[config.mk]
export PLATFORM = sky130hd
export DESIGN_NAME = dram_ctrl_top
export DESIGN_NICKNAME = d
export VERILOG_FILES = /design/src/logic/dram_pkg.sv /design/src/logic/row_open_if.sv /design/src/logic/bus_req_if.sv /design/src/logic/row_open.sv /design/src/logic/wb_port_arbiter.sv /design/src/logic/cmd_scheduler.sv /design/src/logic/dram_ctrl_top.sv
export SDC_FILE = /design/constraint.sdc
export NUM_CORES = 1
export LEC_CHECK = 0
export BUFFER_PORTS_ARGS = -buffer_cell sky130_fd_sc_hd__buf_2
export CORE_UTILIZATION = 54
export DETAILED_ROUTE_END_ITERATION = 8
export GPL_ROUTABILITY_DRIVEN = 0
export PLACE_DENSITY = 0.76
export SKIP_CTS_REPAIR_TIMING = 1
export SYNTH_ARGS = -nofsm -noshare
export SYNTH_HDL_FRONTEND = slang
export SYNTH_SLANG_ARGS = --single-unit
[constraint.sdc]
create_clock -name CLK -period 6.45 [get_ports CLK]
set_input_delay 0 -clock CLK [delete_from_list [all_inputs] [get_ports CLK]]
set_output_delay 0 -clock CLK [all_outputs]
set_load 0.03 [all_outputs]
[src/logic/dram_pkg.sv]
// Address widths, DRAM command and row-status encodings and refresh timing, imported by every block
package dram_pkg;

    // Address fields from high bits to low: row, bank group, bank, column
    localparam int COL_BITS  = 4;
    localparam int ROW_BITS  = 8;
    localparam int BANK_BITS = 2;
    localparam int BG_BITS   = 2;
    localparam int ADDR_BITS = ROW_BITS + BG_BITS + BANK_BITS + COL_BITS;

    localparam int DATA_BITS = 32;

    // One table entry per bank group and bank pair
    localparam int NUM_BANKS = 16;

    localparam int REFRESH_INTERVAL = 200;
    localparam int REF_CNT_BITS     = $clog2(REFRESH_INTERVAL);

    typedef enum logic [2:0] {
        NOP,
        ACT,
        RD,
        WR,
        PRE,
        PREA,
        REF
    } dram_cmd_t;

    typedef enum logic [1:0] {
        IDLE,
        HIT,
        MISS,
        CONFLICT
    } row_stat_t;

    typedef enum logic [3:0] {
        S_IDLE,
        S_LOOKUP,
        S_DECIDE,
        S_PRE,
        S_ACT,
        S_ACCESS,
        S_DONE,
        S_PREA,
        S_REF
    } sched_state_t;

endpackage

[src/logic/row_open_if.sv]
// Lookup path from the command scheduler to the open-row table; ctrl side asks, dut side answers
`timescale 1ns/1ps

interface row_open_if;
    import dram_pkg::*;

    // Lookup request
    logic                 req_en;
    logic                 row_resolve;
    logic                 refresh;
    logic [BG_BITS-1:0]   bank_group;
    logic [BANK_BITS-1:0] bank;
    logic [ROW_BITS-1:0]  row;

    // Registered answer, one cycle after req_en
    row_stat_t            row_stat;
    logic [ROW_BITS-1:0]  row_conflict;

    modport dut (
        input  req_en, row_resolve, refresh, bank_group, bank, row,
        output row_stat, row_conflict
    );

    modport ctrl (
        output req_en, row_resolve, refresh, bank_group, bank, row,
        input  row_stat, row_conflict
    );

endinterface

[src/logic/bus_req_if.sv]
// Granted host request from the port arbiter to the command scheduler, with its completion
`timescale 1ns/1ps

interface bus_req_if;
    import dram_pkg::*;

    // Held stable while valid, until done
    logic                 valid;
    logic                 we;
    logic [ADDR_BITS-1:0] addr;
    logic [DATA_BITS-1:0] wdata;
    logic                 port;

    // Completion, high for one cycle
    logic                 done;
    logic [DATA_BITS-1:0] rdata;

    modport master (
        output valid, we, addr, wdata, port,
        input  done, rdata
    );

    modport slave (
        input  valid, we, addr, wdata, port,
        output done, rdata
    );

endinterface

[src/logic/row_open.sv]
// Open-row table, one entry per bank; classifies scheduler lookups as hit, miss or conflict
`timescale 1ns/1ps

module row_open (
    input logic      CLK,
    input logic      nRST,
    row_open_if.dut  pol_if
);
    import dram_pkg::*;

    logic [$clog2(NUM_BANKS)-1:0] idx;
    logic [NUM_BANKS-1:0]         valid_q;
    logic [ROW_BITS-1:0]          row_q [NUM_BANKS];
    logic                         entry_valid;
    logic                         row_match;
    logic                         lookup;
    row_stat_t                    stat_n;

    assign idx         = {pol_if.bank_group, pol_if.bank};
    assign entry_valid = valid_q[idx];
    assign row_match   = row_q[idx] == pol_if.row;
    // Refresh wins over any lookup in the same cycle
    assign lookup      = pol_if.req_en && !pol_if.refresh;

    always_comb begin
        stat_n = IDLE;
        if (lookup) begin
            if (!entry_valid) begin
                stat_n = MISS;
            end else if (row_match) begin
                stat_n = HIT;
            end else if (!pol_if.row_resolve) begin
                stat_n = CONFLICT;
            end
        end
    end

    always_ff @(posedge CLK, negedge nRST) begin
        if (!nRST) begin
            valid_q         <= '0;
            pol_if.row_stat <= IDLE;
        end else begin
            pol_if.row_stat <= stat_n;
            if (pol_if.refresh) begin
                valid_q <= '0;
            end else if (lookup) begin
                if (!entry_valid) begin
                    valid_q[idx] <= 1'b1;
                end else if (pol_if.row_resolve) begin
                    // Bank is being precharged
                    valid_q[idx] <= 1'b0;
                end
            end
        end
    end

    always_ff @(posedge CLK) begin
        if (lookup && !entry_valid) begin
            row_q[idx] <= pol_if.row;
        end
        // Row that has to be closed, held until the next conflict
        if (stat_n == CONFLICT) begin
            pol_if.row_conflict <= row_q[idx];
        end
    end

endmodule

[src/logic/wb_port_arbiter.sv]
// Two Wishbone classic slave ports sharing the scheduler; round-robin grant, ack back to the winner
`timescale 1ns/1ps

module wb_port_arbiter (
    input  logic                           CLK,
    input  logic                           nRST,

    input  logic                           cyc0,
    input  logic                           stb0,
    input  logic                           we0,
    input  logic [dram_pkg::ADDR_BITS-1:0] adr0,
    input  logic [dram_pkg::DATA_BITS-1:0] dat_w0,
    output logic [dram_pkg::DATA_BITS-1:0] dat_r0,
    output logic                           ack0,

    input  logic                           cyc1,
    input  logic                           stb1,
    input  logic                           we1,
    input  logic [dram_pkg::ADDR_BITS-1:0] adr1,
    input  logic [dram_pkg::DATA_BITS-1:0] dat_w1,
    output logic [dram_pkg::DATA_BITS-1:0] dat_r1,
    output logic                           ack1,

    bus_req_if.master                      req
);

    logic pend0;
    logic pend1;
    logic idle;
    logic grant;
    logic pick1;
    logic last_port;

    assign pend0 = cyc0 && stb0;
    assign pend1 = cyc1 && stb1;

    // Wait out the ack cycle so a host still holding stb is not granted twice
    assign idle  = !req.valid && !ack0 && !ack1;
    assign grant = idle && (pend0 || pend1);

    // Port 1 wins alone, or when both ask and port 0 was served last
    assign pick1 = pend1 && (!pend0 || !last_port);

    assign req.port = last_port;

    // Completion goes back to the port of the granted request
    always_ff @(posedge CLK, negedge nRST) begin
        if (!nRST) begin
            req.valid <= 1'b0;
            last_port <= 1'b0;
            ack0      <= 1'b0;
            ack1      <= 1'b0;
        end else begin
            ack0 <= req.done && !req.port;
            ack1 <= req.done && req.port;
            if (req.done) begin
                req.valid <= 1'b0;
            end else if (grant) begin
                req.valid <= 1'b1;
                last_port <= pick1;
            end
        end
    end

    always_ff @(posedge CLK) begin
        if (grant) begin
            req.we    <= pick1 ? we1 : we0;
            req.addr  <= pick1 ? adr1 : adr0;
            req.wdata <= pick1 ? dat_w1 : dat_w0;
        end
        if (req.done && !req.port) begin
            dat_r0 <= req.rdata;
        end
        if (req.done && req.port) begin
            dat_r1 <= req.rdata;
        end
    end

endmodule

[src/logic/cmd_scheduler.sv]
// Turns one granted request into a PRE/ACT/RD/WR sequence from the row table answer; also runs refresh
`timescale 1ns/1ps

module cmd_scheduler (
    input  logic                           CLK,
    input  logic                           nRST,
    bus_req_if.slave                       req,
    row_open_if.ctrl                       pol,
    output dram_pkg::dram_cmd_t            cmd,
    output logic [dram_pkg::BG_BITS-1:0]   cmd_bg,
    output logic [dram_pkg::BANK_BITS-1:0] cmd_bank,
    output logic [dram_pkg::ROW_BITS-1:0]  cmd_row,
    output logic [dram_pkg::COL_BITS-1:0]  cmd_col,
    output logic [dram_pkg::DATA_BITS-1:0] dq_out,
    input  logic [dram_pkg::DATA_BITS-1:0] dq_in
);
    import dram_pkg::*;

    sched_state_t            state;
    sched_state_t            state_n;
    logic [REF_CNT_BITS-1:0] ref_cnt;
    logic                    ref_due;

    logic [ROW_BITS-1:0]     addr_row;
    logic [BG_BITS-1:0]      addr_bg;
    logic [BANK_BITS-1:0]    addr_bank;
    logic [COL_BITS-1:0]     addr_col;

    // Address split, row on top
    assign addr_col  = req.addr[COL_BITS-1:0];
    assign addr_bank = req.addr[COL_BITS +: BANK_BITS];
    assign addr_bg   = req.addr[COL_BITS+BANK_BITS +: BG_BITS];
    assign addr_row  = req.addr[ADDR_BITS-1 -: ROW_BITS];

    // Refresh timer
    assign ref_due = ref_cnt == '0;

    always_ff @(posedge CLK, negedge nRST) begin
        if (!nRST) begin
            ref_cnt <= REF_CNT_BITS'(REFRESH_INTERVAL - 1);
        end else if (state == S_REF) begin
            ref_cnt <= REF_CNT_BITS'(REFRESH_INTERVAL - 1);
        end else if (!ref_due) begin
            ref_cnt <= ref_cnt - 1'b1;
        end
    end

    always_ff @(posedge CLK, negedge nRST) begin
        if (!nRST) begin
            state <= S_IDLE;
        end else begin
            state <= state_n;
        end
    end

    always_comb begin
        state_n = state;
        case (state)
            // Refresh only between requests
            S_IDLE: begin
                if (ref_due) begin
                    state_n = S_PREA;
                end else if (req.valid) begin
                    state_n = S_LOOKUP;
                end
            end
            S_LOOKUP: state_n = S_DECIDE;
            S_DECIDE: begin
                case (pol.row_stat)
                    HIT:      state_n = S_ACCESS;
                    MISS:     state_n = S_ACT;
                    CONFLICT: state_n = S_PRE;
                    default:  state_n = S_LOOKUP;
                endcase
            end
            // Re-lookup after the precharge, which then misses
            S_PRE:    state_n = S_LOOKUP;
            S_ACT:    state_n = S_ACCESS;
            S_ACCESS: state_n = S_DONE;
            S_DONE:   state_n = S_IDLE;
            S_PREA:   state_n = S_REF;
            S_REF:    state_n = S_IDLE;
            default:  state_n = S_IDLE;
        endcase
    end

    // Table lookups; PRE carries the resolve
    assign pol.req_en      = (state == S_LOOKUP) || (state == S_PRE);
    assign pol.row_resolve = state == S_PRE;
    assign pol.refresh     = state == S_REF;
    assign pol.bank_group  = addr_bg;
    assign pol.bank        = addr_bank;
    assign pol.row         = addr_row;

    always_comb begin
        case (state)
            S_PRE:    cmd = PRE;
            S_ACT:    cmd = ACT;
            S_ACCESS: cmd = req.we ? WR : RD;
            S_PREA:   cmd = PREA;
            S_REF:    cmd = REF;
            default:  cmd = NOP;
        endcase
    end

    assign cmd_bg   = addr_bg;
    assign cmd_bank = addr_bank;
    assign cmd_col  = addr_col;
    // PRE names the row being closed
    assign cmd_row  = (state == S_PRE) ? pol.row_conflict : addr_row;
    assign dq_out   = (cmd == WR) ? req.wdata : '0;

    // Read data arrives on dq_in the cycle after RD, same cycle as done
    assign req.done  = state == S_DONE;
    assign req.rdata = dq_in;

endmodule

[src/logic/dram_ctrl_top.sv]
// DRAM command controller top; two Wishbone host ports in, DRAM command bus and data out
`timescale 1ns/1ps

module dram_ctrl_top (
    input  logic                           CLK,
    input  logic                           nRST,

    input  logic                           cyc0,
    input  logic                           stb0,
    input  logic                           we0,
    input  logic [dram_pkg::ADDR_BITS-1:0] adr0,
    input  logic [dram_pkg::DATA_BITS-1:0] dat_w0,
    output logic [dram_pkg::DATA_BITS-1:0] dat_r0,
    output logic                           ack0,

    input  logic                           cyc1,
    input  logic                           stb1,
    input  logic                           we1,
    input  logic [dram_pkg::ADDR_BITS-1:0] adr1,
    input  logic [dram_pkg::DATA_BITS-1:0] dat_w1,
    output logic [dram_pkg::DATA_BITS-1:0] dat_r1,
    output logic                           ack1,

    output dram_pkg::dram_cmd_t            cmd,
    output logic [dram_pkg::BG_BITS-1:0]   cmd_bg,
    output logic [dram_pkg::BANK_BITS-1:0] cmd_bank,
    output logic [dram_pkg::ROW_BITS-1:0]  cmd_row,
    output logic [dram_pkg::COL_BITS-1:0]  cmd_col,
    output logic [dram_pkg::DATA_BITS-1:0] dq_out,
    input  logic [dram_pkg::DATA_BITS-1:0] dq_in
);

    row_open_if pol_if ();
    bus_req_if  req_if ();

    wb_port_arbiter i_arb (
        .CLK(CLK), .nRST(nRST),
        .cyc0(cyc0), .stb0(stb0), .we0(we0), .adr0(adr0),
        .dat_w0(dat_w0), .dat_r0(dat_r0), .ack0(ack0),
        .cyc1(cyc1), .stb1(stb1), .we1(we1), .adr1(adr1),
        .dat_w1(dat_w1), .dat_r1(dat_r1), .ack1(ack1),
        .req(req_if.master)
    );

    cmd_scheduler i_sched (
        .CLK(CLK), .nRST(nRST),
        .req(req_if.slave), .pol(pol_if.ctrl),
        .cmd(cmd), .cmd_bg(cmd_bg), .cmd_bank(cmd_bank),
        .cmd_row(cmd_row), .cmd_col(cmd_col),
        .dq_out(dq_out), .dq_in(dq_in)
    );

    row_open i_rows (
        .CLK(CLK), .nRST(nRST),
        .pol_if(pol_if.dut)
    );

endmodule

==> flow_metrics.tcl <==
set metrics [dict create \
    drt-total-wl_um 33500 \
    globalRouteOverflowTotal 0 \
    crit_buf_inv 0 \
    io_buffers 252 \
    synth_fp_nets 831 \
    diodes 0 \
    drtIter0Drc 581 \
    cts_made_buffers 29 \
    die_h_um 150 \
    antenna_found_initial 0 \
    synth_edf_count 249 \
    synth-seq-cells 287 \
    wl_per_cell_um 24.4 \
    drcViolationCount 0 \
    path_class "reg2reg" \
    crit_family "simple AND/OR/NAND/NOR gates" \
    hold_viol_final 0 \
    std_cell_rows 53 \
    fin_nets 1213 \
    yosysSeqAreaShare 0.716 \
    cts.clk_slew.worst_paths_ps 60 \
    grtUsageTotal 0.257 \
    clk_latency_ps 550 \
    ant_nets 0 \
    grt_pass1_wl_um 41800 \
    fp.dieArea_mm2 0.0224 \
    coreArea_mm2 0.0212 \
    async_reset_ff_frac 0.118 \
    multi_input_area_mm2 0.00313 \
    cp.required_ps 6610 \
    cts_tree "built" \
    yosys.cell_count.top_type "edfxtp_1" \
    area_growth_pct 32.8 \
    clock_path_buffers 3 \
    endpoint_kind "flip-flop" \
    die_w_um 150 \
    min_period_ps 3560 \
    crit_chain "mux4_1, mux4_2, or3_1, nor3_1" \
    h-tree-depth 1 \
    syn-instance-count 692 \
    drv_slew 0 \
    cts.sinks 287 \
    start_util 0.555 \
    worstMarginPinSlew_ps 1100 \
    fin_total_pwr_mw 5.49 \
    synth.top_cells.by_area "edfxtp_1, mux2_2, dfrtp_1, mux4_2, mux2i_1" \
    cp_max_fo 13 \
    ff_latch_area_mm2 0.00842 \
    critical_path.max_stage_delay_ps 810 \
    drive_gt1_frac 0.387 \
    critPathArrivalTime_ps 3730 \
    n_fill_cell 1182 \
    rsz0062_at_grt "no" \
    grt_pass1_vias 7145 \
    start_kind "flip-flop" \
    power_leakage_nw 5.99 \
    synth_top_area_cell "edfxtp_1" \
    vdd_drop_max_mv 0.252 \
    max_slew_margin 0.267 \
    pin_count 253 \
    hpwl_um 19700 \
    ys_warn_count 0 \
    avgViaCountPerCell 5.77 \
    fin_crit_sh 0.552 \
    synth_top_cell_area_share 0.636 \
    synthTopCellsByCount "edfxtp_1, mux2_2, nor2_1" \
    grt_max_degree 51 \
    powerDensity_mw_per_mm2 352 \
    avgSynthCellArea_um2 17.0 \
    crit_path_top_delay_cell "nor3_1" \
    first_pass_iters 5 \
    root_buffer "clkbuf_16" \
    synth_top_flop_cell "edfxtp_1" \
    netlist_area_mm2 0.0117 \
    num_vias 7921 \
    post_synth_num_cell_types 53 \
    fmax_mhz 281 \
    status "completed" \
    min_path_type "in2reg" \
    skew_ps 9.78 \
    finalSetupTns_ps 0 \
    setup_viol 0 \
    drv_cap 0 \
]
[path summary, 6_finish.rpt]
check | startpoint | endpoint | slack [ps] | cells after the start
setup / recovery | i_arb.req.addr[4] | i_rows.row_q[2][5] | 2890 | 4
hold / removal | cyc0 | i_arb.req.addr[9] | 60 | 3
setup reg to reg | i_arb.req.addr[4] | i_rows.row_q[2][5] | 2890 | 4
hold reg to reg | i_sched.ref_cnt[2] | i_sched.ref_cnt[2] | 560 | 2
max in group asynchronous | nRST | i_sched.ref_cnt[3] | 5880 | 2
min in group asynchronous | nRST | i_rows.valid_q[11] | 80 | 2
[sequential cells by signal, summed over array words and instances (netlist names), named ones only]
signal and flops:
i_rows.row_q 128, i_arb.dat_r0 32, i_arb.dat_r1 32, i_arb.req.wdata 32, i_arb.req.addr 16, i_rows.valid_q 16
i_rows.pol_if.row_conflict 8, i_sched.ref_cnt 8, i_sched.state 4, i_rows.pol_if.row_stat 2, i_arb.ack0 1, i_arb.ack1 1
i_arb.req.port 1, i_arb.req.valid 1, i_arb.req.we 1
[area by class of cell]
type / instances / area share
flip-flops and latches: 287 / 0.539
multi-input cells: 357 / 0.200
repair buffers: 390 / 0.168
clock buffers: 33 / 0.0475
well taps: 275 / 0.0221
clock inverters: 21 / 0.0201
inverters: 9 / 0.00217
[worst min-delay path, delay by kind of cell]
kind	cells	cell delay, ps
AOI/OAI and AO/OA	1	170
buffers and inverters	1	130
and+or+nand+nor	1	120
[routing by layer]
| metal | share of wire | global-route usage |
|---|---|---|
| met3 | 0.082 | 0.0591 |
| met5 | 0 | 0 |
| met4 | 0.042 | 0.0668 |
| met1 | 0.36 | 0.326 |
| met2 | 0.52 | 0.445 |
[through the flow]
step,setup WS [ps],hold WS [ps],utilization,instances,cell area [µm²]
after global placement,2990,119,0.626,1187,13200
after CTS,2890,-457,0.676,1241,14300
after global routing,2660,57.7,0.738,1372,15600
final,2890,56.4,0.738,1372,15600
after floorplan,1890,-296,-,692,11700
after detailed placement,2900,115,0.626,1187,13200
[cells in the final DEF (no fill, tap or decap), types with 6 or more instances in the layout]
master,count
buf_2,252
edfxtp_1,249
dlygate4sd3_1,131
mux2_2,72
nor2_1,36
and2_1,35
clkbuf_16,29
dfrtp_1,29
mux2i_1,28
mux4_2,26
nand2_1,24
a21oi_1,23
a22oi_1,16
nor3_1,12
nand2b_1,9
bufinv_16,8
xnor2_1,7
buf_4,7
inv_1,6
xor2_1,6
clkinv_2,6
[logic make-up (layout without fill, tap and decap cells)]
logic type / Yosys count / count (layout) / synth area share
xor gates and xnor gates: 13 / 13 / 0.00969
and+or+nand+nor: 145 / 145 / 0.0649
muxes: 127 / 127 / 0.145
AOI/OAI and AO/OA: 69 / 69 / 0.0400
adders and majority gates: 3 / 3 / 0.00320
buffers and inverters: 48 / 453 / 0.0211
DFF: 287 / 287 / 0.716
[where the power goes]
part / switching, mW / internal [mW]
clock: 0.718 / 1.15
sequential: 0.223 / 2.29
combinational: 0.615 / 0.494
total: 1.56 / 3.93
No activity file was read; power rests on OpenSTA's default activity.
